==> src/exec_pkg.sv <==
`default_nettype none

package exec_pkg;

    // datapath width
    localparam int XLEN = 64;

    // one multiplier bit is consumed per step
    localparam int MUL_STEPS = 64;

    // wide enough to count up to MUL_STEPS
    localparam int STEP_W = 7;

    // execute stage operations
    typedef enum logic [4:0] {
        ALU_ADD      = 5'd0,
        ALU_SUB      = 5'd1,
        ALU_RETURN_A = 5'd2,
        ALU_RETURN_B = 5'd3,
        ALU_XOR      = 5'd4,
        ALU_OR       = 5'd5,
        ALU_AND      = 5'd6,
        ALU_SLL      = 5'd7,
        ALU_SRL      = 5'd8,
        ALU_SRA      = 5'd9,
        ALU_SLT      = 5'd10,
        ALU_SLTU     = 5'd11,
        ALU_EQ       = 5'd12,
        // greater or equal, signed
        ALU_LOE      = 5'd13,
        // greater or equal, unsigned
        ALU_LOEU     = 5'd14,
        ALU_MUL      = 5'd15,
        ALU_DIV      = 5'd16,
        ALU_DIVU     = 5'd17,
        ALU_REM      = 5'd18,
        ALU_REMU     = 5'd19
    } alu_op_e;

    // first operand source
    typedef enum logic [1:0] {
        SEL_A_PC  = 2'd0,
        SEL_A_RS1 = 2'd1
    } sel_a_e;

    // second operand source, code 3 falls back to imm
    typedef enum logic [1:0] {
        SEL_B_IMM = 2'd0,
        SEL_B_RS2 = 2'd1,
        SEL_B_CSR = 2'd2
    } sel_b_e;

    // operand word, seen whole or as two 32-bit halves
    typedef union packed {
        logic [XLEN-1:0] word;
        struct packed {
            logic [31:0] hi;
            logic [31:0] lo;
        } half;
    } op_word_u;

endpackage

`default_nettype wire

==> src/exec_ctrl.sv <==
`default_nettype none

module exec_ctrl (
    input  wire logic              clk,
    input  wire logic              rst,
    input  wire logic              flush,
    input  wire logic              last_step,
    input  wire exec_pkg::alu_op_e operate,
    output logic                   mul_start,
    output logic                   mul_busy,
    output logic                   alu_wait,
    output logic                   res_load_comb,
    output logic                   res_load_mul
);
    import exec_pkg::*;

    // two states, low is idle and high is busy
    logic busy;
    logic is_mul;

    assign is_mul = operate == ALU_MUL;

    // idle decisions, a flushed opcode neither starts nor loads
    assign mul_start     = !busy && is_mul && !flush;
    assign res_load_comb = !busy && !is_mul && !flush;

    // datapath steps only while the multiply is alive
    assign mul_busy     = busy && !flush;
    assign res_load_mul = mul_busy && last_step;

    // upstream stall for the whole multiply
    assign alu_wait = busy;

    always_ff @(posedge clk) begin
        if (rst) begin
            busy <= 1'b0;
        end else if (busy) begin
            // cancel or completion both go back to idle
            if (flush || last_step) begin
                busy <= 1'b0;
            end
        end else if (mul_start) begin
            busy <= 1'b1;
        end
    end

endmodule

`default_nettype wire

==> config.mk <==
export PLATFORM = sky130hd
export DESIGN_NAME = exec_ctrl
export DESIGN_NICKNAME = d
export VERILOG_FILES = /design/src/exec_pkg.sv /design/src/exec_ctrl.sv
export SDC_FILE = /design/constraint.sdc
export NUM_CORES = 1
export LEC_CHECK = 0
export BUFFER_PORTS_ARGS = -buffer_cell sky130_fd_sc_hd__buf_2
export CORE_AREA = 5 5 42 44
export CTS_CLUSTER_SIZE = 20
export DETAILED_ROUTE_END_ITERATION = 10
export DIE_AREA = 0 0 47 49
export GPL_ROUTABILITY_DRIVEN = 0
export PLACE_DENSITY = 0.35
export SETUP_SLACK_MARGIN = 0.2
export SLEW_MARGIN = 0
export SYNTH_ARGS = -nofsm -noshare
export SYNTH_HDL_FRONTEND = slang
export SYNTH_SLANG_ARGS = --single-unit
==> constraint.sdc <==
create_clock -name clk -period 1.23 [get_ports clk]
set_input_delay 0.246 -clock clk [delete_from_list [all_inputs] [get_ports clk]]
set_output_delay 0.246 -clock clk [all_outputs]
set_load 0.01 [all_outputs]
# Yosys cells after proc, flatten, opt, wreduce, memory -nomap -nowiden
# Index checks and enable logic that the tools add are counted.
dict set report op_classes {
  eq_ne 1
  mux 3
  n_reduce_logical 10
}
# cell n
set ops {}
lappend ops {{1-bit logical AND} 6}
lappend ops {{5-bit by 4-bit == test with 1-bit output (second input constant)} 1}
lappend ops {{1-bit zero test} 3}
lappend ops {{1-bit 2-to-1 mux} 3}
lappend ops {{1-bit logical OR} 1}
dict set report totals {
  register_bits 1
  wordCells 15
  inputBits 9
  output_inout_bits 5
}

# Depth between registers and ports, before layout
dict set report depth {
  word_depth 5
  mapped_depth 2
  depth_no_buf 2
}

# Least setup slack after synthesis
# Ideal clock, no wire load.
dict set report synth_path {
  kind {register to output}
  startpoint {reg busy, in the netlist alu_wait}
  endpoint {out res_load_mul}
  arrival_time_ns 0.872
  t_required_ns 0.984
  path_slack_ns 0.112
  path_stages_with_launch 3
  path_buffers 0
  cell_sequence {dfxtp_1 nor2b_1 and2_1}
}
dict set report synth_between {
  elab_chain_len 2
}
# element line
set synth_rtl {}
lappend synth_rtl {{start, declared} exec_ctrl.sv:18} ;# logic busy;
lappend synth_rtl {{start signal, assigned} exec_ctrl.sv:36} ;# busy <= 1'b0;
lappend synth_rtl {{start signal, assigned} exec_ctrl.sv:40} ;# busy <= 1'b0;
lappend synth_rtl {{start signal, assigned} exec_ctrl.sv:43} ;# busy <= 1'b1;
lappend synth_rtl {{1-bit logical AND} exec_ctrl.sv:28} ;# assign mul_busy = busy && !flush;
lappend synth_rtl {{named net mul_busy} exec_ctrl.sv:10} ;# output logic mul_busy,
lappend synth_rtl {{1-bit logical AND} exec_ctrl.sv:29} ;# assign res_load_mul = mul_busy && last_step;
lappend synth_rtl {{end, declared} exec_ctrl.sv:13} ;# output logic res_load_mul
# The timed path passes the listed nets, and every way through them passes these cells.

# Final worst setup path
dict set report layout_path {
  startpoint {in operate[4]}
  endpoint {out mul_start}
}
dict set report layout_between {
  elab_chain_len 3
}
# element line
set layout_rtl {}
lappend layout_rtl {{start, declared} exec_ctrl.sv:8} ;# input wire exec_pkg::alu_op_e operate,
lappend layout_rtl {{5-bit by 4-bit == test with 1-bit output} exec_ctrl.sv:21} ;# assign is_mul = operate == ALU_MUL;
lappend layout_rtl {{1-bit logical AND (2 in a row)} exec_ctrl.sv:24} ;# assign mul_start = !busy && is_mul && !flush;
lappend layout_rtl {{end, declared} exec_ctrl.sv:9} ;# output logic mul_start,
# No other way between the ends.

==> results.md <==
- The ratio of routed vias to standard cells is between 3 and 4.
- Among cell families on the critical path, the largest total delay comes from simple AND/OR/NAND/NOR gates.
- The tightest hold path in the finished design has a slack of between 0.5 and 0.6 ns.
- At the end of the flow, the number of nets in the layout was 36.
- The count of synthesis-stage warnings from yosys is 0.
- Synthesis produced a netlist with a net count of 21.
- The repair_antennas step left the layout with diodes totalling 0.
- For the worst setup path, the data arrival time is roughly 0.84 ns.
- The internal power of the cells totals 0.0567 mW.
- The mean routed wirelength per cell is 9.39 um.
- The critical path goes through buf_6 > nand2b_4 > nor4_4 > buf_2.
- For this configuration, the core starts out at a cell density of 7.23%.
- The post-detailed-route count of antenna-violating nets is 0.
- The total I/O pin count is 14.
- The height of the die is between 40 and 50 um.
- In this run the core area contains 14 standard-cell rows.
- The number of iterations in the first detailed-routing pass is 1.
- The source of the critical timing path is operate[4].
- The post-CTS setup buffer count is 0.
- The worst-path cell with the longest stage delay is sky130_fd_sc_hd__nor4_4.
- The endpoint class of the critical path is a primary output.
- The source of the worst hold timing path is rst.
- The area of the core is ~1400 um^2.
- After detailed routing, the number of remaining DRC violations is 0.
- The final-report hold violation count came to 0.
- The switching power share of the total is 26.5%.
- The worst setup path is of the in -> out kind.
- The total overflow left after global routing is 0.
- Per report_power, the sequential group accounts for ~41% of the total.
- The first-pass GRT wire length is 703 um.
- The sequential area share after synthesis is between 10% and 20%.
- The count of buffers from port buffering is 13.
- For the pin with the worst max-slew slack, the measured transition is approximately 0.17 ns.
- The type of the tightest min-delay check is in -> reg.
- The instance count of the mapped netlist is 12.
- The share of power burned in the clock network is 0%.
- Counting both buffers and inverters, the worst setup path holds a total of 2.
- The power density over the cells is around 300 nW/um^2.
- The post-route standard cell area excluding fillers is 256 um^2.
- The maximum clock skew at final layout is 0 ns.
- The number of fill cells is about 170.
- The final design utilization is 18.3%.
- Counting flops and latches in the post-synthesis netlist gives 1.
- The placed instance area is roughly 200 um^2.
- For this design the static power due to leakage is about 0.10 nW.
- The synthesis-to-finish area growth is 153%.
- The combinational power share is around three fifths.
- The average instance in the mapped netlist occupies 8.45 um^2.
- Of all nets on the critical path, the largest fanout is 3.
- The wire length after detailed routing is between 300 and 400 um.
- The run finished with clean final reports.
- Headroom to the max-slew limit came out at between 80% and 90%.
- Timing analysis after detailed placement gives a worst setup slack of 0.0619 ns.
- The data required time of the critical path is 0.98 ns.
- The die is about 47 um wide.
- The number of slew-limit violations in the final report is 0.
- The worst register-to-register path begins at alu_wait.
- The count of hold-fix buffers inserted at cts is 0.
- The overall fraction of global-route tracks in use is 3.86%.
- At the later pin of the worst-skew pair, clock insertion delay measures 0 ns.
- After synthesis the cells add up to ~100 um^2.
- Dividing the final minimum period by the clock period gives approximately nine tenths.
- The total vias in the final route is approximately 150.
- Max-cap violations in this run came to 0.
- After synthesis, the netlist uses 11 different library cells.
- The largest net degree at the start of global routing is 7.
- Timing would allow up to approximately 0.92 GHz.
- The delay of the slowest critical-path stage is approximately 0.19 ns.
- The floorplan step defined a die boundary enclosing 2300 um^2.
- The setup-violating endpoint count in the final report is 0.
- The switching power of the nets is between 0.02 and 0.025 mW.
- The number of antenna violations at the first check in global routing was 0.
- Of the cells placed in the final design, the portion with a size suffix greater than 1 is roughly 80%.
- Clock-pin slew was measured on the worst setup and hold paths at 0 ns.
- Counting I/O delays and the setup requirement, the final critical path takes approximately 1.1 ns.
- The via count of the first global-routing pass was about 150.
- Setup repair after global routing could not meet its margin everywhere.
- The flip-flop count of the largest register, all copies and words added is 1.
- The maximum vdd ir drop is 0.0940 mV.
- The setup total negative slack is 0 ns.
- The first routing iteration left 0 violations.
- The nature of the critical path startpoint is an input pin.
- Once routing completed, OpenROAD measured the worst setup slack at between 0.1 and 0.15 ns.
## power groups by stage
stage,Sequential (mW),Combinational (mW),Clock (mW)
5_1_grt,0.0318,0.0494,0
2_1_floorplan,0.0337,0.0115,0
3_3_place_gp,0.0337,0.0329,0
4_1_cts,0.0337,0.0386,0
6_report,0.0317,0.0453,0
3_5_place_dp,0.0337,0.0323,0
## per-stage QoR
step                      power [mW]  cells
final                         0.0771     41
after global placement        0.0666     41
after global routing          0.0813     41
after floorplan               0.0452     12
after detailed placement      0.0660     41
after CTS                     0.0723     41
## path summary, 6_finish.rpt
kind,endpoint,slack (ns),depth (start not counted)
min reg2reg,alu_wait,0.58,2
min,alu_wait,0.50,3
max reg2reg,alu_wait,0.27,2
max,mul_start,0.15,4
## cell type report
cell class,instances,area [um^2],area share (%)
multi-input combinational,11,126,49.3
tap,16,20.0,7.80
sequential,1,23.8,9.27
timing repair buffer,13,86.3,33.7
## per-layer routing
metal / track usage, % / vias to the layer above / share of wire (%)
met3: 3.32 / 0 / 35
met2: 4.75 / 14 / 21
li1: - / 74 / -
met5: 0 / - / 0
met1: 5.45 / 57 / 44
met4: 0 / 0 / 0
## synth_stat cells
cell / count / share of area (%)
sky130_fd_sc_hd__and2_1: 1 / 6.2
sky130_fd_sc_hd__dfxtp_1: 1 / 20
sky130_fd_sc_hd__nand2b_1: 2 / 12
sky130_fd_sc_hd__nand3_1: 1 / 4.9
sky130_fd_sc_hd__nand4bb_2: 1 / 16
sky130_fd_sc_hd__nor2_1: 1 / 3.7
sky130_fd_sc_hd__nor2b_1: 1 / 6.2
sky130_fd_sc_hd__nor4_1: 1 / 6.2
sky130_fd_sc_hd__o21a_1: 1 / 7.4
sky130_fd_sc_hd__o31ai_1: 1 / 7.4
sky130_fd_sc_hd__or4b_1: 1 / 9.9
## worst register-to-register path, cell delays in order (launching register included)
cell,delay [ns]
sky130_fd_sc_hd__dfxtp_4,0.36
sky130_fd_sc_hd__or4b_1,0.44
sky130_fd_sc_hd__o31ai_1,0.07
## layout by cell type, fill, tap and decap left out
master	instances
sky130_fd_sc_hd__and2_4	1
sky130_fd_sc_hd__buf_2	9
sky130_fd_sc_hd__buf_4	1
sky130_fd_sc_hd__buf_6	3
sky130_fd_sc_hd__dfxtp_4	1
sky130_fd_sc_hd__nand2b_1	1
sky130_fd_sc_hd__nand2b_4	1
sky130_fd_sc_hd__nand3_4	1
sky130_fd_sc_hd__nand4bb_2	1
sky130_fd_sc_hd__nor2_1	1
sky130_fd_sc_hd__nor2b_4	1
sky130_fd_sc_hd__nor4_4	1
sky130_fd_sc_hd__o21a_1	1
sky130_fd_sc_hd__o31ai_1	1
sky130_fd_sc_hd__or4b_1	1
## what timing repair did
item                                    CTS  global route
resized for setup                         4             8
pin swaps                                 3             2
endpoints found under the setup margin    4             4
## cells by family (layout without fill, tap and decap cells)
family	count (synthesis)	after routing	share of synthesized area [%]
AO/OA/AOI/OAI	2	2	14.8
buffers and inverters	0	13	0
flip-flops	1	1	19.8
AND/OR/NAND/NOR	9	9	65.4
No activity file was read; power rests on OpenSTA's default activity.
