**src/exec_pkg.sv**
```systemverilog
`default_nettype none

package exec_pkg;

    // datapath width
    localparam int XLEN = 64;

    // one multiplier bit is consumed per step
    localparam int MUL_STEPS = 64;

    // wide enough to count up to MUL_STEPS
    localparam int STEP_W = 7;

    // execute stage operations
    typedef enum logic [4:0] {
        ALU_ADD      = 5'd0,
        ALU_SUB      = 5'd1,
        ALU_RETURN_A = 5'd2,
        ALU_RETURN_B = 5'd3,
        ALU_XOR      = 5'd4,
        ALU_OR       = 5'd5,
        ALU_AND      = 5'd6,
        ALU_SLL      = 5'd7,
        ALU_SRL      = 5'd8,
        ALU_SRA      = 5'd9,
        ALU_SLT      = 5'd10,
        ALU_SLTU     = 5'd11,
        ALU_EQ       = 5'd12,
        // greater or equal, signed
        ALU_LOE      = 5'd13,
        // greater or equal, unsigned
        ALU_LOEU     = 5'd14,
        ALU_MUL      = 5'd15,
        ALU_DIV      = 5'd16,
        ALU_DIVU     = 5'd17,
        ALU_REM      = 5'd18,
        ALU_REMU     = 5'd19
    } alu_op_e;

    // first operand source
    typedef enum logic [1:0] {
        SEL_A_PC  = 2'd0,
        SEL_A_RS1 = 2'd1
    } sel_a_e;

    // second operand source, code 3 falls back to imm
    typedef enum logic [1:0] {
        SEL_B_IMM = 2'd0,
        SEL_B_RS2 = 2'd1,
        SEL_B_CSR = 2'd2
    } sel_b_e;

    // operand word, seen whole or as two 32-bit halves
    typedef union packed {
        logic [XLEN-1:0] word;
        struct packed {
            logic [31:0] hi;
            logic [31:0] lo;
        } half;
    } op_word_u;

endpackage

`default_nettype wire

```
**src/mul_step_counter.sv**
```systemverilog
`default_nettype none

module mul_step_counter (
    input  wire logic clk,
    input  wire logic rst,
    input  wire logic mul_start,
    input  wire logic mul_busy,
    output logic      last_step
);
    import exec_pkg::*;

    // busy cycles completed since the start pulse
    logic [STEP_W-1:0] count;

    always_ff @(posedge clk) begin
        if (rst) begin
            count <= '0;
        end else if (mul_start) begin
            count <= '0;
        end else if (mul_busy) begin
            count <= count + 1'b1;
        end
    end

    // high through the cycle whose edge performs the final step
    assign last_step = mul_busy && (count == STEP_W'(MUL_STEPS - 1));

endmodule

`default_nettype wire

```
**config.mk**
```make
export PLATFORM = sky130hd
export DESIGN_NAME = mul_step_counter
export DESIGN_NICKNAME = d
export VERILOG_FILES = /design/src/exec_pkg.sv /design/src/mul_step_counter.sv
export SDC_FILE = /design/constraint.sdc
export NUM_CORES = 1
export LEC_CHECK = 0
export BUFFER_PORTS_ARGS = -buffer_cell sky130_fd_sc_hd__clkbuf_2
export CORE_AREA = 2 2 39 41
export DETAILED_ROUTE_END_ITERATION = 6
export DIE_AREA = 0 0 41 43
export HOLD_SLACK_MARGIN = 0.05
export PLACE_DENSITY = 0.43
export SLEW_MARGIN = 0
export SYNTH_ARGS = -nofsm -noshare
export SYNTH_HDL_FRONTEND = slang
export SYNTH_SLANG_ARGS = --single-unit
```
**constraint.sdc**
```tcl
create_clock -name clk -period 1.2 [get_ports clk]
set_input_delay 0.12 -clock clk [delete_from_list [all_inputs] [get_ports clk]]
set_output_delay 0.12 -clock clk [all_outputs]
set_load 0.01 [all_outputs]
```
## Word level (Yosys, flattened, before mapping)

Index checks and enable logic that the tools add are counted.
Widths: inputs -> output; s select.

| word-level totals | value |
|---|---|
| flip-flop bits (word level) | 7 |
| bits of input ports | 4 |
| output and inout bits | 1 |

| operators by class | value |
|---|---|
| add/sub/neg operators | 1 |
| eq/ne operators | 1 |
| reductions and logical operators | 2 |

Operators by type and width:

| operator | count |
|---|---|
| $add 7x1->7 const B | 1 |
| $eq 7x6->1 const B | 1 |
| $reduce_or 2->1 | 1 |
| $logic_and 1x1->1 | 1 |

## Logic depth before layout (Yosys ltp)

Gate-level depths: netlist of run 1.

| logic depth | value |
|---|---|
| depth after elaboration | 2 |
| gate-level depth with buffers | 4 |

## Least setup slack after synthesis of run 1

OpenSTA, ideal clock, no wires.

| path | value |
|---|---|
| path kind | register to register |
| from | register count[0] |
| to | register count[6] |
| library setup time | 0.059 ns |
| arrival time | 1.103 ns |
| required time | 1.141 ns |
| slack | 0.038 ns |
| cell stages (with the launch flop) | 5 |
| path through | dfxtp_1 ha_1 nand2_1 nor3_1 o21a_1 |

| between the ends | value |
|---|---|
| longest elaborated chain between the ends | 1 |

Ends and longest elaborated chain:

| item | RTL line | text |
|---|---|---|
| start, declared | mul_step_counter.sv:13 | `logic [STEP_W-1:0] count;` |
| start signal, assigned | mul_step_counter.sv:21 | `count <= count + 1'b1;` |
| $add 7x1->7 | mul_step_counter.sv:21 |  |

No other way between the ends.
A chain may end at the register's enable or synchronous reset.

## Worst setup path in the final report of run 1

| path | value |
|---|---|
| from | register count[0] |
| to | output last_step |

| between the ends | value |
|---|---|
| longest elaborated chain between the ends | 2 |

Ends and longest elaborated chain:

| item | RTL line | text |
|---|---|---|
| $eq 7x6->1 | mul_step_counter.sv:26 | `assign last_step = mul_busy && (count == STEP_W'(MUL_STEPS - 1));` |
| $logic_and 1x1->1 | mul_step_counter.sv:26 |  |
| end, declared | mul_step_counter.sv:8 | `output logic last_step` |

No other way between the ends.

==> results of run 1 <==
## final cells by class
type / instances / area (um^2) / area share (%)
Tap cell: 16 / 20.0 / 4.12
Clock buffer: 4 / 26.3 / 5.41
Timing Repair Buffer: 13 / 91.3 / 18.8
Multi-Input combinational cell: 25 / 199 / 41.0
Sequential cell: 7 / 149 / 30.7
## through the flow
stage | setup TNS, ns | setup slack, ns | total power [uW] | area (um^2) | cells
after floorplan | 0 | 0.0385 | 260 | 323 | 34
after global placement | 0 | 0.0534 | 266 | 370 | 55
after detailed placement | 0 | 0.0269 | 267 | 370 | 55
after CTS | -0.0904 | -0.0904 | 488 | 474 | 65
after global routing | -0.0763 | -0.0763 | 509 | 485 | 65
final | -0.00228 | -0.00228 | 482 | 485 | 65
## cell usage after synthesis (2+ instances only)
cell type  count  area [um^2]
nor2_1         6         22.5
xor2_1         3         26.3
dfxtp_1        7          140
nand4_1        2         12.5
o21a_1         2         15.0
nand2_1        3         11.3
## worst register-to-register path: stages, from the launching register on
cell and delay [ns]:
dfxtp_4 0.35, ha_4 0.17, buf_4 0.13, nand4_1 0.12
xor2_1 0.22, nor2_1 0.07
## power by group through the flow
| stage | logic [uW] | clock network (uW) | registers [uW] |
|---|---|---|---|
| after detailed placement | 25.6 | 0 | 241 |
| after global placement | 24.3 | 0 | 241 |
| final | 28.1 | 218 | 236 |
| after floorplan | 18.1 | 0 | 242 |
| after CTS | 27.7 | 225 | 236 |
| after global routing | 31.4 | 241 | 236 |
## how the worst min path moves through the flow
stage | start | endpoint | slack (ns) | cells after the start
after floorplan | rst | count[6]$_SDFFE_PP0P_ | 0.27 | 2
after global placement | rst | count[6]$_SDFFE_PP0P_ | 0.37 | 3
after detailed placement | rst | count[6]$_SDFFE_PP0P_ | 0.38 | 3
after CTS | rst | count[6]$_SDFFE_PP0P_ | 0.11 | 3
after global routing | rst | count[6]$_SDFFE_PP0P_ | 0.14 | 3
final | rst | count[6]$_SDFFE_PP0P_ | 0.12 | 3
## per-layer routing
metal	GRT usage (%)	vias up	wire, um
met5	0	-	0
li1	-	145	-
met4	6.00	0	15
met2	20.3	7	445
met1	8.85	133	262
met3	3.66	2	34
## repair_timing
item	4_1_cts	5_1_grt
buffers inserted	6	1
endpoints found under the setup margin	1	3
gates resized for setup	9	6
pin swaps	4	4
## logic make-up (layout without fill, tap and decap cells)
logic type / after synthesis / after routing / share of synthesized area, %
compound gates: 4 / 4 / 7.75
xor+xnor: 4 / 4 / 10.9
fa+ha+maj: 1 / 1 / 3.88
buf+inv: 2 / 17 / 4.65
flops: 7 / 7 / 43.4
mux: 1 / 1 / 3.10
simple gates: 15 / 15 / 26.4
==> run_results.csv, run 1 <==
group,metric,value,unit
yosys,synth_nets,39,
place,port_buffers,4,
yosys,ys_warn_count,0,
power_and_ir_drop,p_sw_share,22.4,%
global_routing,grt_overflow,0,
global_routing,grt.total_usage,10.9,%
detailed_routing,drt-initial-drc-count,4,
power_and_ir_drop,ir_worst_vdd,0.447,mV
cts,clock_latency,0.25,ns
global_routing,antenna_found_initial,0,
cts,ctsHoldBuffers,0,
cts,cts_sinks,7,
setup_path,cp_max_fo,2,
power_and_ir_drop,pwr-share-seq,48.9,%
layout,drive_gt1_share,53.1,%
die,io_pins,5,
sta,worst_pin_slew,0.202,ns
setup_path,crit_required,1.08,ns
setup_path,cp.depth,4,
power_and_ir_drop,leakage,0.000209,uW
setup_path,path_delay_family,"flip-flops",
detailed_routing,drc,0,
setup_path,worstSetupStartpoint,"count[0]$_SDFFE_PP0P_",
setup_path,rr_worst_depth,5,
layout,final_cell_mix,"8 x buf_4, 6 x nor2_1, 4 x dfxtp_2",
setup_path,setup.worst_path.class,"reg2out",
sta,layout_worst_path_cycle_share,100,%
cts,cts_root_buf,"clkbuf_4",
layout,largest_reg_flops,7,
yosys,netlist_area,323,um^2
die,die_y,43,um
power_and_ir_drop,combPwrFrac,5.8,%
setup_path,critPathArrivalTime,1.08,ns
detailed_routing,routedWlPerCell,11.7,um
hold_path,hold_class,"in2reg",
layout,top_register,"count",
power_and_ir_drop,p_int,374,uW
place,place.gp.congestion,0.654,
sta,grt_setup_unrepaired,"true",
layout,utilization,35.1,%
sta,fin_crit,1.20,ns
die,fp.dieArea,1760,um^2
cts,clockBufferDepth,2,
power_and_ir_drop,p_per_area,993,nW/um^2
setup_path,crit_path_top_delay_cell,"dfxtp_2",
global_routing,grt_max_degree,7,
yosys,synth.avg_cell_area,9.49,um^2
layout,nets,55,
setup_path,crit_path_cell_trace,"ha_4 -> nand2_4 -> nor3_4 -> buf_2",
yosys,synth-edff-count,0,
yosys,yosysSeqAreaShare,43.4,%
detailed_routing,avgViaCountPerCell,4.42,
outcome,violations,"setup timing",
layout,final_common_cell,"buf_4",
yosys,yosysUniqueCellTypes,17,
place,hpwl,461,um
detailed_routing,num_vias,287,
global_routing,first_global_vias,312,
cts,clk_pin_slew,0.05,ns
die,core_area,1380,um^2
yosys,synthArstFlopShare,0,%
die,start_util,23.3,%
global_routing,grt_pass1_wl,1240,um
layout,largestRegisters,"count x7",
sta,setup_viol,1,
sta,whs,0.121,ns
setup_path,rr_endpoint,"count[4]$_SDFFE_PP0P_",
yosys,ys_seq_elements,7,
sta,final.setup.worst_slack,-0.00228,ns
power_and_ir_drop,p_switching,108,uW
setup_path,worstSetupStartpointType,"flop",
detailed_routing,postRouteAntennaNets,0,
layout,num-fill-cells,149,
layout,n_antenna_cell,0,
setup_path,r2r_slack,0.02,ns
yosys,synth_cells,34,
detailed_routing,drt_wl_total,758,um
outcome,status,"finished, violations left",
die,fp-row-count,14,
setup_path,endpoint_kind,"output port",
die,die_x,41,um
flow_run,drv_cap,0,
cts,cts.htree.levels,1,
setup_path,max_stage_delay,0.35,ns
detailed_routing,dr.pass1.iters,3,
sta,finalHoldViolCount,0,
power_and_ir_drop,pwr-share-clk,45.2,%
sta,timing.fmax,832,MHz
setup_path,r2r_start,"count[1]$_SDFFE_PP0P_",
setup_path,timing.critical_path.to,"last_step",
setup_path,path_buf_inv,1,
sta,slew_headroom,86.5,%
sta,skew,0.00107,ns
cts,cts_made_buffers,3,
cts,tritoncts,"done",
sta,slew_violations,0,
yosys,synth_flop_cell,"dfxtp_1",
layout,area_growth,50.4,%
Note: power is estimated with default switching activity, not from simulation.
==> inputs of run 2 (changes only) <==
Settings changed: ABC_AREA set to 1, PLACE_DENSITY 0.43 to 0.44.
==> run 2 against run 1 <==
Synthesized cell count grew 38%. First-iteration DRC count grew 130%. Critical path type unchanged. Global-route usage shrank 1.3 points. The flow still finishes with violations (setup timing). Worst hold slack gained 0.026 ns. Register-to-register slack gained 0.16 ns.
==> run_results.csv, run 2 <==
group,metric,value,unit
place,port_buffers,4,
layout,final_common_cell,"nand2_1",
yosys,synth_nets,52,
detailed_routing,num_vias,308,
cts,cts_made_buffers,3,
detailed_routing,avgViaCountPerCell,4.11,
cts,cts_sinks,7,
detailed_routing,drt_wl_total,650,um
place,dp_cells,67,
yosys,ys_warn_count,0,
power_and_ir_drop,leakage,0.000175,uW
cts,cts_root_buf,"clkbuf_4",
yosys,synth-edff-count,0,
yosys,yosysSeqAreaShare,41.6,%
layout,drive_gt1_share,35.6,%
sta,skew,0.00695,ns
yosys,ys_top_cells_by_area,"dfxtp_1 42%, nand2_1 10%, inv_1 8.9%, nor2_1 8.9%, a21oi_1 4.5%",
sta,layout_worst_path_cycle_share,103,%
layout,utilization,33.0,%
yosys,synth.avg_cell_area,7.16,um^2
cts,clockBufferDepth,2,
sta,setup_viol,1,
sta,tns,-0.0382,ns
outcome,violations,"setup timing",
detailed_routing,drc,0,
setup_path,setup.worst_path.class,"reg2out",
die,start_util,24.3,%
layout,largest_reg_flops,7,
place,place.gp.congestion,0.650,
global_routing,grt_max_degree,7,
setup_path,critPathArrivalTime,1.12,ns
yosys,synthArstFlopShare,0,%
layout,layoutNonFillerInstCount,75,
yosys,ys_seq_elements,7,
yosys,netlist_area,337,um^2
die,fp-row-count,14,
flow_run,drv_cap,0,
yosys,yosysUniqueCellTypes,15,
sta,final.setup.worst_slack,-0.0382,ns
power_and_ir_drop,p_per_area,1060,nW/um^2
global_routing,antenna_found_initial,0,
sta,finalHoldViolCount,0,
die,die_x,41,um
sta,fin_crit,1.24,ns
sta,grt_setup_unrepaired,"true",
power_and_ir_drop,ir_worst_vdd,0.466,mV
layout,top_register,"count",
setup_path,endpoint_kind,"output port",
die,fp.dieArea,1760,um^2
layout,final_cell_mix,"9 x nand2_1, 8 x inv_1, 7 x nor2_1, 4 x dfxtp_1, 4 x buf_4",
yosys,synth.top_cell.area_share,41.6,%
cts,cts.htree.levels,1,
yosys,synth_cells,47,
detailed_routing,drt-initial-drc-count,9,
cts,ctsHoldBuffers,0,
cts,clk_pin_slew,0.06,ns
place,hpwl,439,um
yosys,yosysMostFrequentCell,"nand2_1",
cts,clock_latency,0.25,ns
setup_path,worstSetupStartpointType,"flop",
layout,nets,65,
cts,tritoncts,"done",
layout,area_growth,35.7,%
layout,n_antenna_cell,0,
yosys,yosys-top-cells-count,"9 x nand2_1, 8 x inv_1, 8 x nor2_1",
sta,worst_pin_slew,0.290,ns
setup_path,cp_max_fo,2,
outcome,status,"finished, violations left",
sta,timing.fmax,808,MHz
hold_path,hold_class,"in2reg",
setup_path,crit_required,1.08,ns
die,io_pins,5,
global_routing,grt_overflow,0,
detailed_routing,routedWlPerCell,8.67,um
global_routing,grt.total_usage,9.66,%
global_routing,grt_pass1_wl,1110,um
die,die_y,43,um
die,core_area,1380,um^2
sta,slew_headroom,80.6,%
layout,largestRegisters,"count x7",
yosys,synth_top_cell_by_area,"dfxtp_1",
sta,slew_violations,0,
layout,num-fill-cells,150,
global_routing,first_global_vias,268,
detailed_routing,postRouteAntennaNets,0,
detailed_routing,dr.pass1.iters,3,
yosys,synth_flop_cell,"dfxtp_1",
-- run 2: repair_timing --
item / 4_1_cts / 5_1_grt
buffers inserted: 4 / 0
hold endpoints to repair: 0 / 0
resized for setup: 6 / 2
pin swaps: 4 / 1
endpoints found under the setup margin: 1 / 1
-- run 2: logic make-up (layout without fill, tap and decap cells) --
| group | Yosys count | after routing | share of synthesized area [%] |
|---|---|---|---|
| DFF | 7 | 7 | 41.6 |
| AOI/OAI and AO/OA | 7 | 7 | 12.3 |
| buffers and inverters | 8 | 20 | 8.92 |
| adders and majority gates | 1 | 1 | 3.72 |
| and+or+nand+nor | 24 | 24 | 33.5 |
-- run 2: per-layer routing --
metal	vias up	routed length, um	part of all wire (%)	global-route usage (%)
li1	174	-	-	-
met1	129	319	49	13.3
met2	3	304	47	11.6
met3	2	16	2.5	1.57
met4	0	9	1.4	10.0
met5	-	0	0	0
-- run 2: worst paths after layout --
| check | startpoint | endpoint | slack [ns] | depth (start not counted) |
|---|---|---|---|---|
| setup / recovery | count[1]$_SDFFE_PP0P_ | last_step | -0.04 | 6 |
| hold / removal | mul_busy | count[0]$_SDFFE_PP0P_ | 0.15 | 2 |
| setup reg to reg | count[1]$_SDFFE_PP0P_ | count[6]$_SDFFE_PP0P_ | 0.18 | 6 |
| hold reg to reg | count[6]$_SDFFE_PP0P_ | count[6]$_SDFFE_PP0P_ | 0.47 | 2 |
-- run 2: power by group --
group          internal (uW)  switching, uW  leakage, uW
clock                    127           89.0    0.0000150
combinational           12.9           14.9     0.000102
sequential               236           2.80    0.0000580
total                    376            107     0.000175
-- run 2: worst max-delay path, stage by stage (launching register included) --
cell,delay (ns)
dfxtp_2,0.34
ha_4,0.14
nand2_4,0.05
nor2_4,0.09
nand3_2,0.08
inv_1,0.05
buf_2,0.11
-- run 2: cell type report --
class | count | area, um^2 | share of cell area [%]
clock buffer | 4 | 26.3 | 5.75
inverter | 8 | 30.0 | 6.58
multi-input combinational | 32 | 186 | 40.8
sequential | 7 | 144 | 31.5
tap | 16 | 20.0 | 4.38
timing repair buffer | 8 | 50.0 | 11.0
-- run 2: metrics by stage --
stage	hold WS, ns	cell area [um^2]	setup slack [ns]	total power, uW
final	0.147	457	-0.0382	483
after global routing	0.175	457	-0.126	513
after CTS	0.147	455	-0.0748	492
after detailed placement	0.401	377	0.0765	264
after global placement	0.395	377	0.0821	264
after floorplan	0.209	337	0.217	255
