--- src/exec_pkg.sv ---
`default_nettype none

package exec_pkg;

    // datapath width
    localparam int XLEN = 64;

    // one multiplier bit is consumed per step
    localparam int MUL_STEPS = 64;

    // wide enough to count up to MUL_STEPS
    localparam int STEP_W = 7;

    // execute stage operations
    typedef enum logic [4:0] {
        ALU_ADD      = 5'd0,
        ALU_SUB      = 5'd1,
        ALU_RETURN_A = 5'd2,
        ALU_RETURN_B = 5'd3,
        ALU_XOR      = 5'd4,
        ALU_OR       = 5'd5,
        ALU_AND      = 5'd6,
        ALU_SLL      = 5'd7,
        ALU_SRL      = 5'd8,
        ALU_SRA      = 5'd9,
        ALU_SLT      = 5'd10,
        ALU_SLTU     = 5'd11,
        ALU_EQ       = 5'd12,
        // greater or equal, signed
        ALU_LOE      = 5'd13,
        // greater or equal, unsigned
        ALU_LOEU     = 5'd14,
        ALU_MUL      = 5'd15,
        ALU_DIV      = 5'd16,
        ALU_DIVU     = 5'd17,
        ALU_REM      = 5'd18,
        ALU_REMU     = 5'd19
    } alu_op_e;

    // first operand source
    typedef enum logic [1:0] {
        SEL_A_PC  = 2'd0,
        SEL_A_RS1 = 2'd1
    } sel_a_e;

    // second operand source, code 3 falls back to imm
    typedef enum logic [1:0] {
        SEL_B_IMM = 2'd0,
        SEL_B_RS2 = 2'd1,
        SEL_B_CSR = 2'd2
    } sel_b_e;

    // operand word, seen whole or as two 32-bit halves
    typedef union packed {
        logic [XLEN-1:0] word;
        struct packed {
            logic [31:0] hi;
            logic [31:0] lo;
        } half;
    } op_word_u;

endpackage

`default_nettype wire

--- src/mul_shift_add.sv ---
`default_nettype none

module mul_shift_add (
    input  wire logic                      clk,
    input  wire logic                      rst,
    input  wire logic                      mul_start,
    input  wire logic                      mul_busy,
    input  wire logic [exec_pkg::XLEN-1:0] a,
    input  wire logic [exec_pkg::XLEN-1:0] b,
    output logic      [exec_pkg::XLEN-1:0] mul_res
);
    import exec_pkg::*;

    // multiplicand moves left, multiplier moves right
    logic [XLEN-1:0]      mcand;
    logic [MUL_STEPS-1:0] mplier;
    logic [XLEN-1:0]      acc;
    logic [XLEN-1:0]      partial;
    logic [XLEN-1:0]      acc_next;

    assign partial  = mplier[0] ? mcand : '0;
    assign acc_next = acc + partial;

    // includes the current step, so the final step edge sees the full product
    assign mul_res = acc_next;

    always_ff @(posedge clk) begin
        if (rst) begin
            acc    <= '0;
            mplier <= '0;
        end else if (mul_start) begin
            acc    <= '0;
            mplier <= b;
        end else if (mul_busy) begin
            acc    <= acc_next;
            mplier <= mplier >> 1;
        end
    end

    always_ff @(posedge clk) begin
        if (mul_start) begin
            mcand <= a;
        end else if (mul_busy) begin
            mcand <= mcand << 1;
        end
    end

endmodule

`default_nettype wire

--- config.mk ---
export PLATFORM = sky130hd
export DESIGN_NAME = mul_shift_add
export DESIGN_NICKNAME = d
export VERILOG_FILES = /design/src/exec_pkg.sv /design/src/mul_shift_add.sv
export SDC_FILE = /design/constraint.sdc
export NUM_CORES = 1
export LEC_CHECK = 0
export ABC_AREA = 1
export BUFFER_PORTS_ARGS = -buffer_cell sky130_fd_sc_hd__buf_2
export CORE_MARGIN = 3
export CORE_UTILIZATION = 60
export CTS_CLUSTER_SIZE = 14
export DETAILED_ROUTE_END_ITERATION = 16
export GPL_ROUTABILITY_DRIVEN = 0
export PLACE_DENSITY = 0.79
export SLEW_MARGIN = 20
export SYNTH_ARGS = -nofsm -noshare
export SYNTH_HDL_FRONTEND = slang
export SYNTH_SLANG_ARGS = --single-unit
export TNS_END_PERCENT = 30
--- constraint.sdc ---
create_clock -name clk -period 6.3 [get_ports clk]
set_input_delay 1.26 -clock clk [delete_from_list [all_inputs] [get_ports clk]]
set_output_delay 1.26 -clock clk [all_outputs]
set_load 0.05 [all_outputs]
; ---- Word-level counts from Yosys, hierarchy flattened
; Cells that the tools add are included.
[word_totals]
regBits = 192
output_inout_bits = 64
elab_cells = 11
[classes]
addsub = 1
mux = 5
n_reduce_logical = 2
[ops]
columns = op, n
row1 = $mux 64, 5
row2 = $add 64x64->64, 1
row3 = $reduce_bool 2->1, 1
row4 = $reduce_or 2->1, 1

; ---- Longest topological paths before layout
; Gate-level depths: netlist (run 1).
[depth]
word_depth = 2
depth_mapped = 19
ltp_nobuf = 18

; ---- Least setup slack after synthesis (run 1)
; No wires, ideal clock.
[synth_timing]
kind = reg-to-output
from = reg mplier[0]
to = out mul_res[28] in the netlist's numbering
t_arrival_ns = 2.699
required_ns = 5.040
setup_slack_ns = 2.341
stages_incl_launch_ff = 15
path_buffers = 2
path_cell_list = dfxtp_1 > clkbuf_1 > clkbuf_1 > nand2_1 > inv_1 > ha_1 > nand2_1 > inv_1 > a21oi_1 > nand2_2 > nand2_1 > nand2_1 > nand2_1 > nand2_1 > xor2_1
[synth_via]
elab_chain_cells = 2
[synth_rtl]
columns = element, line_no
row1 = start: declaration, mul_shift_add.sv:16  ; logic [MUL_STEPS-1:0] mplier;
row2 = start signal: assignment, mul_shift_add.sv:36  ; mplier <= mplier >> 1;
row3 = $mux 64, mul_shift_add.sv:21  ; assign partial = mplier[0] ? mcand : '0;
row4 = $add 64x64->64, mul_shift_add.sv:22  ; assign acc_next = acc + partial;
row5 = end: declaration, mul_shift_add.sv:10  ; output logic [exec_pkg::XLEN-1:0] mul_res
; Every way passes these cells.

; ---- Worst setup path after layout (run 1)
[layout_timing]
from = reg mplier[0]
to = out mul_res[30] in the netlist's numbering
; Same word-level chain as after synthesis.

==> results.toml, run 1 <==
[place]
place_inst = 2793
dp_hpwl_mm = 31.78
port_buffers = 195

[global_route]
grt_first_pass_wirelength_mm = 67.19
overflow = 0
antenna_found_initial = 5
grt_use_total_pct = 32.20
grt_max_degree = 104
grt_pass1_vias = 13580

[yosys]
yosys.area.top_type_share_pct = 23.76
syn_area_per_cell_sq_um = 6.034
synth_cell_types = 33
synth_cells = 2351
synth_nets = 2547
synth.most_common_cell = "nand2_1"
synth_top_area_cell = "nand2_1"
synthFlopType = "dfxtp_1"
synthesis.area_sq_um = 14190
synth_edf_count = 64
ys_async_sr_fraction_pct = 0
synthTopCellsByArea = "nand2_1 24%, dfxtp_1 18%, edfxtp_1 14%"
synth_seq_cells = 192
synth_top_cells_by_count = "898 x nand2_1, 478 x inv_1, 221 x nor2_1, 128 x dfxtp_1, 81 x nand3_1"
ys_warn_count = 0
ys_seq_area_share_pct = 31.61

[final_layout]
area_growth_syn_to_layout_pct = 12.57
drive_above_1_share_pct = 11.62
stdcell_count = 2829
nets = 2695
fin_util_pct = 69.69

[floorplanning]
start_util_pct = 61.91
design.core.area_sq_um = 22920
pin_count = 196
die_w_um = 159.8
rows = 55
die_h_um = 159.8
die_area_sq_um = 25520

[status]
status = "finished clean"

[sta]
skew_ns = 0.01530
drv_slew = 0
layout_min_cycle_time_ns = 5.128
period_share_pct = 81.39
tns_ns = 0
fmax_mhz = 195.0
rsz0062_at_grt = "false"
tightest_slew_ns = 1.037
finalHoldViolations = 0
relSlewSlack_pct = 30.88
setup_viol = 0

[drt]
dr.first_iter.drc_count = 1796
drc_errors = 0
drt_wl_total_mm = 42.13
wl_per_cell_um = 14.89
viasPerCell = 5.238
first_pass_iters = 6
via_count = 14820
ant_nets = 0

[critical_path]
crit_required_ns = 5.04
cp.depth = 14
r2r_slack_ns = 2.97
crit_slowest_cell = "dfxtp_2"
path_buf_inv = 3
critical_path_class = "flip-flop to output port"
critical-path-max-stage-delay_ns = 0.85
critPathCapture = "mul_res[30]"
r2r_end = "acc[62]"
cp-start-kind = "flip-flop"
reg2regPathDepth = 12
path_delay_family = "simple AND/OR/NAND/NOR gates"
cp-end-kind = "output port"
cp_cell_sequence = "buf_4 -> nand2_1 -> inv_1 -> ha_1 -> nand2_1 -> nand3_2 -> nand2_1 -> nand2_1 -> nand2_1 -> nand2_1 -> nand2_1 -> nand2_1 -> xor2_1 -> buf_2"
cp_common_cell = "nand2_1"
crit_start = "mplier[0]"
r2r_start = "mplier[0]"
worst_ep_arrival_time_ns = 3.87
cp_max_fo = 45

[worst_hold_path]
hold_class = "flip-flop to flip-flop"

[clock_network]
numCtsBuffers = 17
post_cts_buffers = 0
cts.path.max_buffers = 2
cts_root_buf = "clkbuf_16"
clock-sinks = 192
ctsHtreeMaxLevel = 4
cts_resized = 0
tritoncts = "built"
clk_latency_ns = 0.45
holdBufCountCts = 0
clk_pin_slew_ns = 0.08

[pwr]
leakagePower_nw = 9.743
power_density_nw_per_um2 = 205.7
peakVddDrop_mv = 0.2005
total_power_w = 0.003284

[job]
drv_cap = 0
-- cell type report --
cell class	instances	area, sq um
Inverter	485	1824
Multi-Input combinational cell	1600	7597
Clock buffer	17	425.4
Sequential cell	192	4486
Tap cell	313	391.6
Timing Repair Buffer	203	1041
Antenna cell	4	10.01
Fill cell	2108	6947
Clock inverter	15	193.9
-- per-layer routing --
layer	global-route usage, %	share of wire (%)	routed length, um	vias to the layer above
met3	9.780	12	5072	79
met2	49.55	43	18080	692
met1	44.18	42	17890	6571
li1	-	-	-	7471
met5	0	0.038	16	-
met4	8.675	2.5	1063	4
-- logic make-up (layout without fill, tap and decap cells) --
group | count (synthesis) | after routing | share of synthesized area, %
simple gates | 1298 | 1298 | 36.83
buf+inv | 559 | 720 | 14.87
compound gates | 207 | 207 | 8.970
flops | 192 | 192 | 31.61
fa+ha+maj | 64 | 64 | 5.698
xor+xnor | 31 | 31 | 2.020
other cells | 0 | 4 | 0
-- metrics by stage --
| stage | hold slack, ns | worst slack (ns) | cell area [sq um] |
|---|---|---|---|
| finish | 0.4692 | 1.172 | 15970 |
| global route | 0.4913 | 0.9692 | 15970 |
| CTS | 0.4711 | 1.318 | 15960 |
| detailed placement | 0.4553 | 1.822 | 15340 |
| global placement | 0.4526 | 1.909 | 15340 |
| floorplan | 0.4353 | 2.341 | 14190 |
-- worst min-delay path by stage --
stage / start / to / slack [ns] / cells after the start
after floorplan: mplier[52] / mplier[52] / 0.44 / 2
after global placement: mplier[56] / mplier[56] / 0.45 / 2
after detailed placement: mplier[46] / mplier[46] / 0.46 / 2
after CTS: mplier[8] / mplier[8] / 0.47 / 2
after global routing: mplier[54] / mplier[54] / 0.49 / 2
final: mplier[8] / mplier[8] / 0.47 / 2
-- layout by cell type (no fill, tap or decap), drive strengths merged --
cell type	synthesis	layout
xnor2	4	4
ha	63	63
clkbuf	55	17
o21bai	1	1
and3	1	1
nor2	240	240
nand3	88	88
nand4	10	10
nand2	911	911
clkinv	2	6
buf	19	203
edfxtp	64	64
a31oi	31	31
a211oi	30	30
a21oi	45	45
fa	1	1
xor2	27	27
o221ai	32	32
and2	1	1
inv	483	494
dfxtp	128	128
diode	0	4
nor4	3	3
o21ai	68	68
nor3	44	44
-- where the power goes --
part	switching (W)	internal [W]	leakage, nW
logic	0.000492	0.000201	7.72
registers	0.0000567	0.00138	1.73
clock network	0.000601	0.000552	0.302
-- sequential cells by signal, indices dropped and copies added (netlist names) --
| signal | cells |
|---|---|
| mplier | 64 |
| mcand | 64 |
| acc | 64 |
-- worst reg2reg max path, delay by kind of cell, from the launching register on --
kind	cells	cell delay (ns)
and+or+nand+nor	9	1.99
DFF	1	0.85
adders and majority gates	1	0.22
buffers and inverters	2	0.16
(Power assumes the default switching activity.)
==> inputs of run 2 (changes only) <==
Settings changed: ABC_AREA 1 to 0, CORE_UTILIZATION 60 to 58, PLACE_DENSITY 0.79 to 0.77.
Clock period 6.3 ns to 5.1 ns, I/O delays scaled along.
==> results.toml, run 2 <==
[drt]
via_count = 11040
dr.first_iter.drc_count = 841
drt_wl_total_mm = 32.27
first_pass_iters = 6
wl_per_cell_um = 17.50
viasPerCell = 5.987
drc_errors = 0
ant_nets = 0

[sta]
period_share_pct = 98.25
rsz0062_at_grt = "true"
skew_ns = 0.01680
finalHoldViolations = 0
tightest_slew_ns = 0.9094
setup_viol = 0
layout_min_cycle_time_ns = 5.011
drv_slew = 0
fmax_mhz = 199.6
relSlewSlack_pct = 39.38

[yosys]
synth_edf_count = 64
synth_nets = 1613
synthesis.area_sq_um = 12470
synth_seq_cells = 192
synthFlopType = "dfxtp_1"
synth_top_area_cell = "dfxtp_1"
ys_warn_count = 0
synthTopCellsByArea = "dfxtp_1 21%, edfxtp_1 15%, mux2i_1 8.3%"
ys_async_sr_fraction_pct = 0
ys_seq_area_share_pct = 35.95
synth_top_cells_by_count = "224 x nor2_1, 151 x a21oi_1, 128 x dfxtp_1, 104 x mux2i_1, 71 x clkbuf_1"
syn_area_per_cell_sq_um = 8.803
yosys.area.top_type_share_pct = 20.54
synth.most_common_cell = "nor2_1"
synth_cells = 1417
synth_cell_types = 82

[floorplanning]
design.core.area_sq_um = 21090
pin_count = 196
die_area_sq_um = 23300
start_util_pct = 59.16
rows = 53
die_h_um = 152.7
die_w_um = 152.7

[clock_network]
cts_root_buf = "clkbuf_16"
clk_pin_slew_ns = 0.08
tritoncts = "built"
clk_latency_ns = 0.44
numCtsBuffers = 17
ctsHtreeMaxLevel = 4
clock-sinks = 192
cts.path.max_buffers = 2

[critical_path]
r2r_end = "acc[48]"
critPathCapture = "mul_res[49]"
critical_path_class = "flip-flop to output port"
worst_ep_arrival_time_ns = 3.99
cp_max_fo = 44
r2r_slack_ns = 1.59
crit_required_ns = 4.08
reg2regPathDepth = 13
crit_start = "mplier[0]"
cp-start-kind = "flip-flop"
cp-end-kind = "output port"
r2r_start = "mplier[0]"

[final_layout]
final_cell_mix = "223 x nor2_1, 181 x buf_2, 146 x a21oi_1, 128 x dfxtp_1, 104 x mux2i_1"
area_growth_syn_to_layout_pct = 15.01
stdcell_count = 1844
mostFrequentLayoutCell = "nor2_1"
nets = 1749
fin_util_pct = 68.03
drive_above_1_share_pct = 22.73
top_regs = "acc: 64 flops, mcand: 64 flops, mplier: 64 flops"

[pwr]
total_power_w = 0.003744
power_density_nw_per_um2 = 260.9
peakVddDrop_mv = 0.2124
leakagePower_nw = 6.321

[global_route]
grt_use_total_pct = 26.68
grt_pass1_vias = 10480
antenna_found_initial = 7
grt_max_degree = 126
overflow = 0
grt_first_pass_wirelength_mm = 52.03

[place]
dp_hpwl_mm = 23.25
place_inst = 1807
port_buffers = 195

[worst_hold_path]
hold_class = "flip-flop to flip-flop"

[job]
drv_cap = 0

[status]
status = "finished clean"
## run 2: kinds of logic (layout without fill, tap and decap cells)
family,after synthesis,after routing,share of synthesized area (%)
compound gates,331,331,17.10
xor+xnor,62,62,4.353
fa+ha+maj,64,64,6.479
buf+inv,117,266,3.631
flops,192,192,35.95
mux,167,167,14.03
other cells,0,3,0
simple gates,484,484,18.46
## run 2: per-stage QoR
stage | hold slack, ns | instance area (sq um) | setup WS [ns] | TNS (ns)
after floorplan | 0.4497 | 12470 | 0.3657 | 0
after global placement | 0.4594 | 13550 | 0.4651 | 0
after detailed placement | 0.4731 | 13550 | 0.4370 | 0
after CTS | 0.4882 | 14190 | 0.004142 | 0
after global routing | 0.5175 | 14350 | -0.07366 | -0.1217
final | 0.4858 | 14350 | 0.08943 | 0
## run 2: worst min path at each step
stage               slack, ns    start  cells after the start       to
global route             0.52  acc[29]                      2  acc[29]
floorplan                0.45  acc[29]                      2  acc[29]
global placement         0.46  acc[55]                      2  acc[55]
finish                   0.49  acc[63]                      2  acc[63]
CTS                      0.49  acc[63]                      2  acc[63]
detailed placement       0.47  acc[50]                      1  acc[50]
## run 2: power by group
part | total (W) | internal [W] | switching [W]
Sequential | 0.00173 | 0.00168 | 0.0000492
Clock | 0.00141 | 0.000685 | 0.000723
Combinational | 0.000602 | 0.000227 | 0.000375
Total | 0.00374 | 0.00260 | 0.00115
## run 2: cell type report
cell class | instances | area [sq um]
tap | 275 | 344.1
antenna | 3 | 7.507
clock buffer | 17 | 425.4
sequential | 192 | 4484
multi-input combinational | 1108 | 7649
inverter | 25 | 93.84
clock inverter | 15 | 202.7
fill | 1696 | 6741
timing repair buffer | 209 | 1140
## run 2: layer usage
metal | wire length, um | up-vias | GRT usage (%)
met5 | 48 | - | 0
met4 | 981 | 8 | 8.994
met3 | 2354 | 89 | 5.226
met2 | 15240 | 421 | 43.88
met1 | 13650 | 5145 | 35.44
li1 | - | 5377 | -
## run 2: what timing repair did
action,CTS,global route
resized for setup,2,34
buffers inserted,0,2
hold buffers,0,0
endpoints found under the setup margin,2,19
pin swaps,0,4
## run 2: worst max-delay path: stages (launching register included)
cell and delay, ns:
dfxtp_1 0.35, buf_12 0.18, and2_1 0.15, ha_1 0.36, a21oi_1 0.11, o22a_1 0.23, o211a_1 0.29, o21ai_4 0.24
o22ai_2 0.15, o311a_4 0.37, o311ai_4 0.42, a21oi_2 0.14, xnor2_1 0.30, buf_4 0.27
==> inputs of run 3 (changes only) <==
Settings changed: CORE_ASPECT_RATIO set to 0.9, CORE_UTILIZATION 58 to 60, PLACE_DENSITY 0.77 to 0.8.
Clock period 5.1 ns to 6.5 ns, I/O delays scaled along.
==> results.toml, run 3 (same netlist as run 2, synthesis figures left out) <==
[critical_path]
critical_path_class = "flip-flop to output port"
worst_ep_arrival_time_ns = 4.70
cp_cell_sequence = "buf_4 -> and2_1 -> ha_1 -> nand4_1 -> nor3_1 -> nand2_1 -> o32ai_1 -> nor3_2 -> or4_1 -> a21oi_2 -> a21oi_1 -> xnor2_1 -> buf_2"
cp.depth = 13
cp_max_fo = 22
crit_slowest_cell = "dfxtp_1"
path_buf_inv = 2
cp-end-kind = "output port"
path_delay_family = "simple AND/OR/NAND/NOR gates"
reg2regPathDepth = 12
critical-path-max-stage-delay_ns = 0.69
r2r_slack_ns = 2.52
cp-start-kind = "flip-flop"
crit_required_ns = 5.20

[sta]
rsz0062_at_grt = "false"
fmax_mhz = 166.6
relSlewSlack_pct = 32.89
layout_min_cycle_time_ns = 6.002
finalWorstSetupSlack_ns = 0.4984
tightest_slew_ns = 1.007
period_share_pct = 92.33
drv_slew = 0
tns_ns = 0
finalHoldViolations = 0
skew_ns = 0.01439
setup_viol = 0

[final_layout]
multi_input_area_sq_um = 7540
drive_above_1_share_pct = 21.27
postLayoutCellArea_sq_um = 14170
top_regs = "acc: 64 flops, mcand: 64 flops, mplier: 64 flops"
ff_latch_area_sq_um = 4484
final_cell_mix = "223 x nor2_1, 193 x buf_2, 151 x a21oi_1, 128 x dfxtp_1, 104 x mux2i_1"
mostFrequentLayoutCell = "nor2_1"
n_fill_cell = 1621
area_growth_syn_to_layout_pct = 13.59
nets = 1744

[pwr]
p_switching_w = 0.0009614
combinationalPowerShare_pct = 15.4
leakagePower_nw = 6.313
switching_share_pct = 31.82
peakVddDrop_mv = 0.1553
power_density_nw_per_um2 = 213.2
clkPwrFrac_pct = 39.4
p_seq_share_pct = 45.1
p_int_w = 0.002060

[drt]
wl_per_cell_um = 17.57
drc_errors = 0
drt_wl_total_mm = 31.94
dr.first_iter.drc_count = 808
via_count = 10960
first_pass_iters = 5
ant_nets = 0
viasPerCell = 6.028

[clock_network]
numCtsBuffers = 17
holdBufCountCts = 0
cts_resized = 0
tritoncts = "built"
post_cts_buffers = 0
cts.path.max_buffers = 2
ctsHtreeMaxLevel = 4
clk_latency_ns = 0.45
clk_pin_slew_ns = 0.08
cts_root_buf = "clkbuf_16"
clock-sinks = 192

[global_route]
grt_pass1_vias = 10390
overflow = 0
antenna_found_initial = 2
grt_max_degree = 110
grt_use_total_pct = 27.83
grt_first_pass_wirelength_mm = 51.34

[worst_hold_path]
min_path_cells = 1
hold_class = "flip-flop to flip-flop"

[status]
status = "finished clean"

[floorplanning]
rows = 49
die_area_sq_um = 22560
start_util_pct = 61.84
design.core.area_sq_um = 20170
die_w_um = 158.0
die_h_um = 142.8
pin_count = 196

[place]
placed_area_sq_um = 13490
place_worst_setup_slack_ns = 1.194
port_buffers = 195
dp_hpwl_mm = 22.61

[job]
drv_cap = 0
## run 3: changes by cell type in the layout (fill, tap and decap cells not counted), moves of 4 or more
| cell | delta |
|---|---|
| buf_2 | +12 |
| clkbuf_4 | -11 |
| a21oi_1 | +5 |
| a21oi_2 | -4 |
| buf_4 | -4 |
| inv_12 | +4 |
## run 3: through the flow
step	util (%)	total power (W)	hold slack, ns	instances
floorplan	-	0.001718	0.4497	1417
global placement	66.89	0.001840	0.4592	1784
detailed placement	66.89	0.001853	0.4764	1784
CTS	70.23	0.003031	0.4952	1816
global route	70.24	0.003124	0.5119	1817
finish	70.25	0.003022	0.4901	1818
## run 3: worst register-to-register path: stages (launching register included)
cell	delay (ns)
dfxtp_1	0.69
buf_4	0.34
and2_1	0.16
ha_1	0.32
nand4_1	0.20
nor3_1	0.32
nand2_1	0.10
o32ai_1	0.50
nor3_2	0.19
or4_1	0.57
a21oi_2	0.27
or3_1	0.15
nand3_1	0.07
## run 3: cell type report
| class | count | share of cell area, % |
|---|---|---|
| Clock inverter | 15 | 1.740 |
| Inverter | 25 | 0.6623 |
| Tap cell | 255 | 2.252 |
| Timing Repair Buffer | 204 | 7.453 |
| Clock buffer | 17 | 3.002 |
| Antenna cell | 2 | 0.03532 |
| Sequential cell | 192 | 31.65 |
| Multi-Input combinational cell | 1108 | 53.21 |
## run 3: final timing paths
check                           startpoint          end
worst max register to register   mplier[0]      acc[59]
worst min-delay path               acc[50]      acc[50]
worst min register to register     acc[50]      acc[50]
worst max-delay path             mplier[0]  mul_res[63]
## run 3: power groups by stage
stage          Clock, W  Sequential, W  Combinational [W]
2_1_floorplan         0        0.00137           0.000348
3_3_place_gp          0        0.00139           0.000452
3_5_place_dp          0        0.00139           0.000462
4_1_cts         0.00120        0.00136           0.000465
5_1_grt         0.00124        0.00137           0.000506
6_report        0.00119        0.00136           0.000467
## run 3: routing by layer
metal	vias to the layer above	track usage, %	wire length [um]
li1	5339	-	-
met1	5135	37.93	13930
met2	422	44.43	14890
met3	60	6.182	2384
met4	2	8.692	725
met5	-	0	7
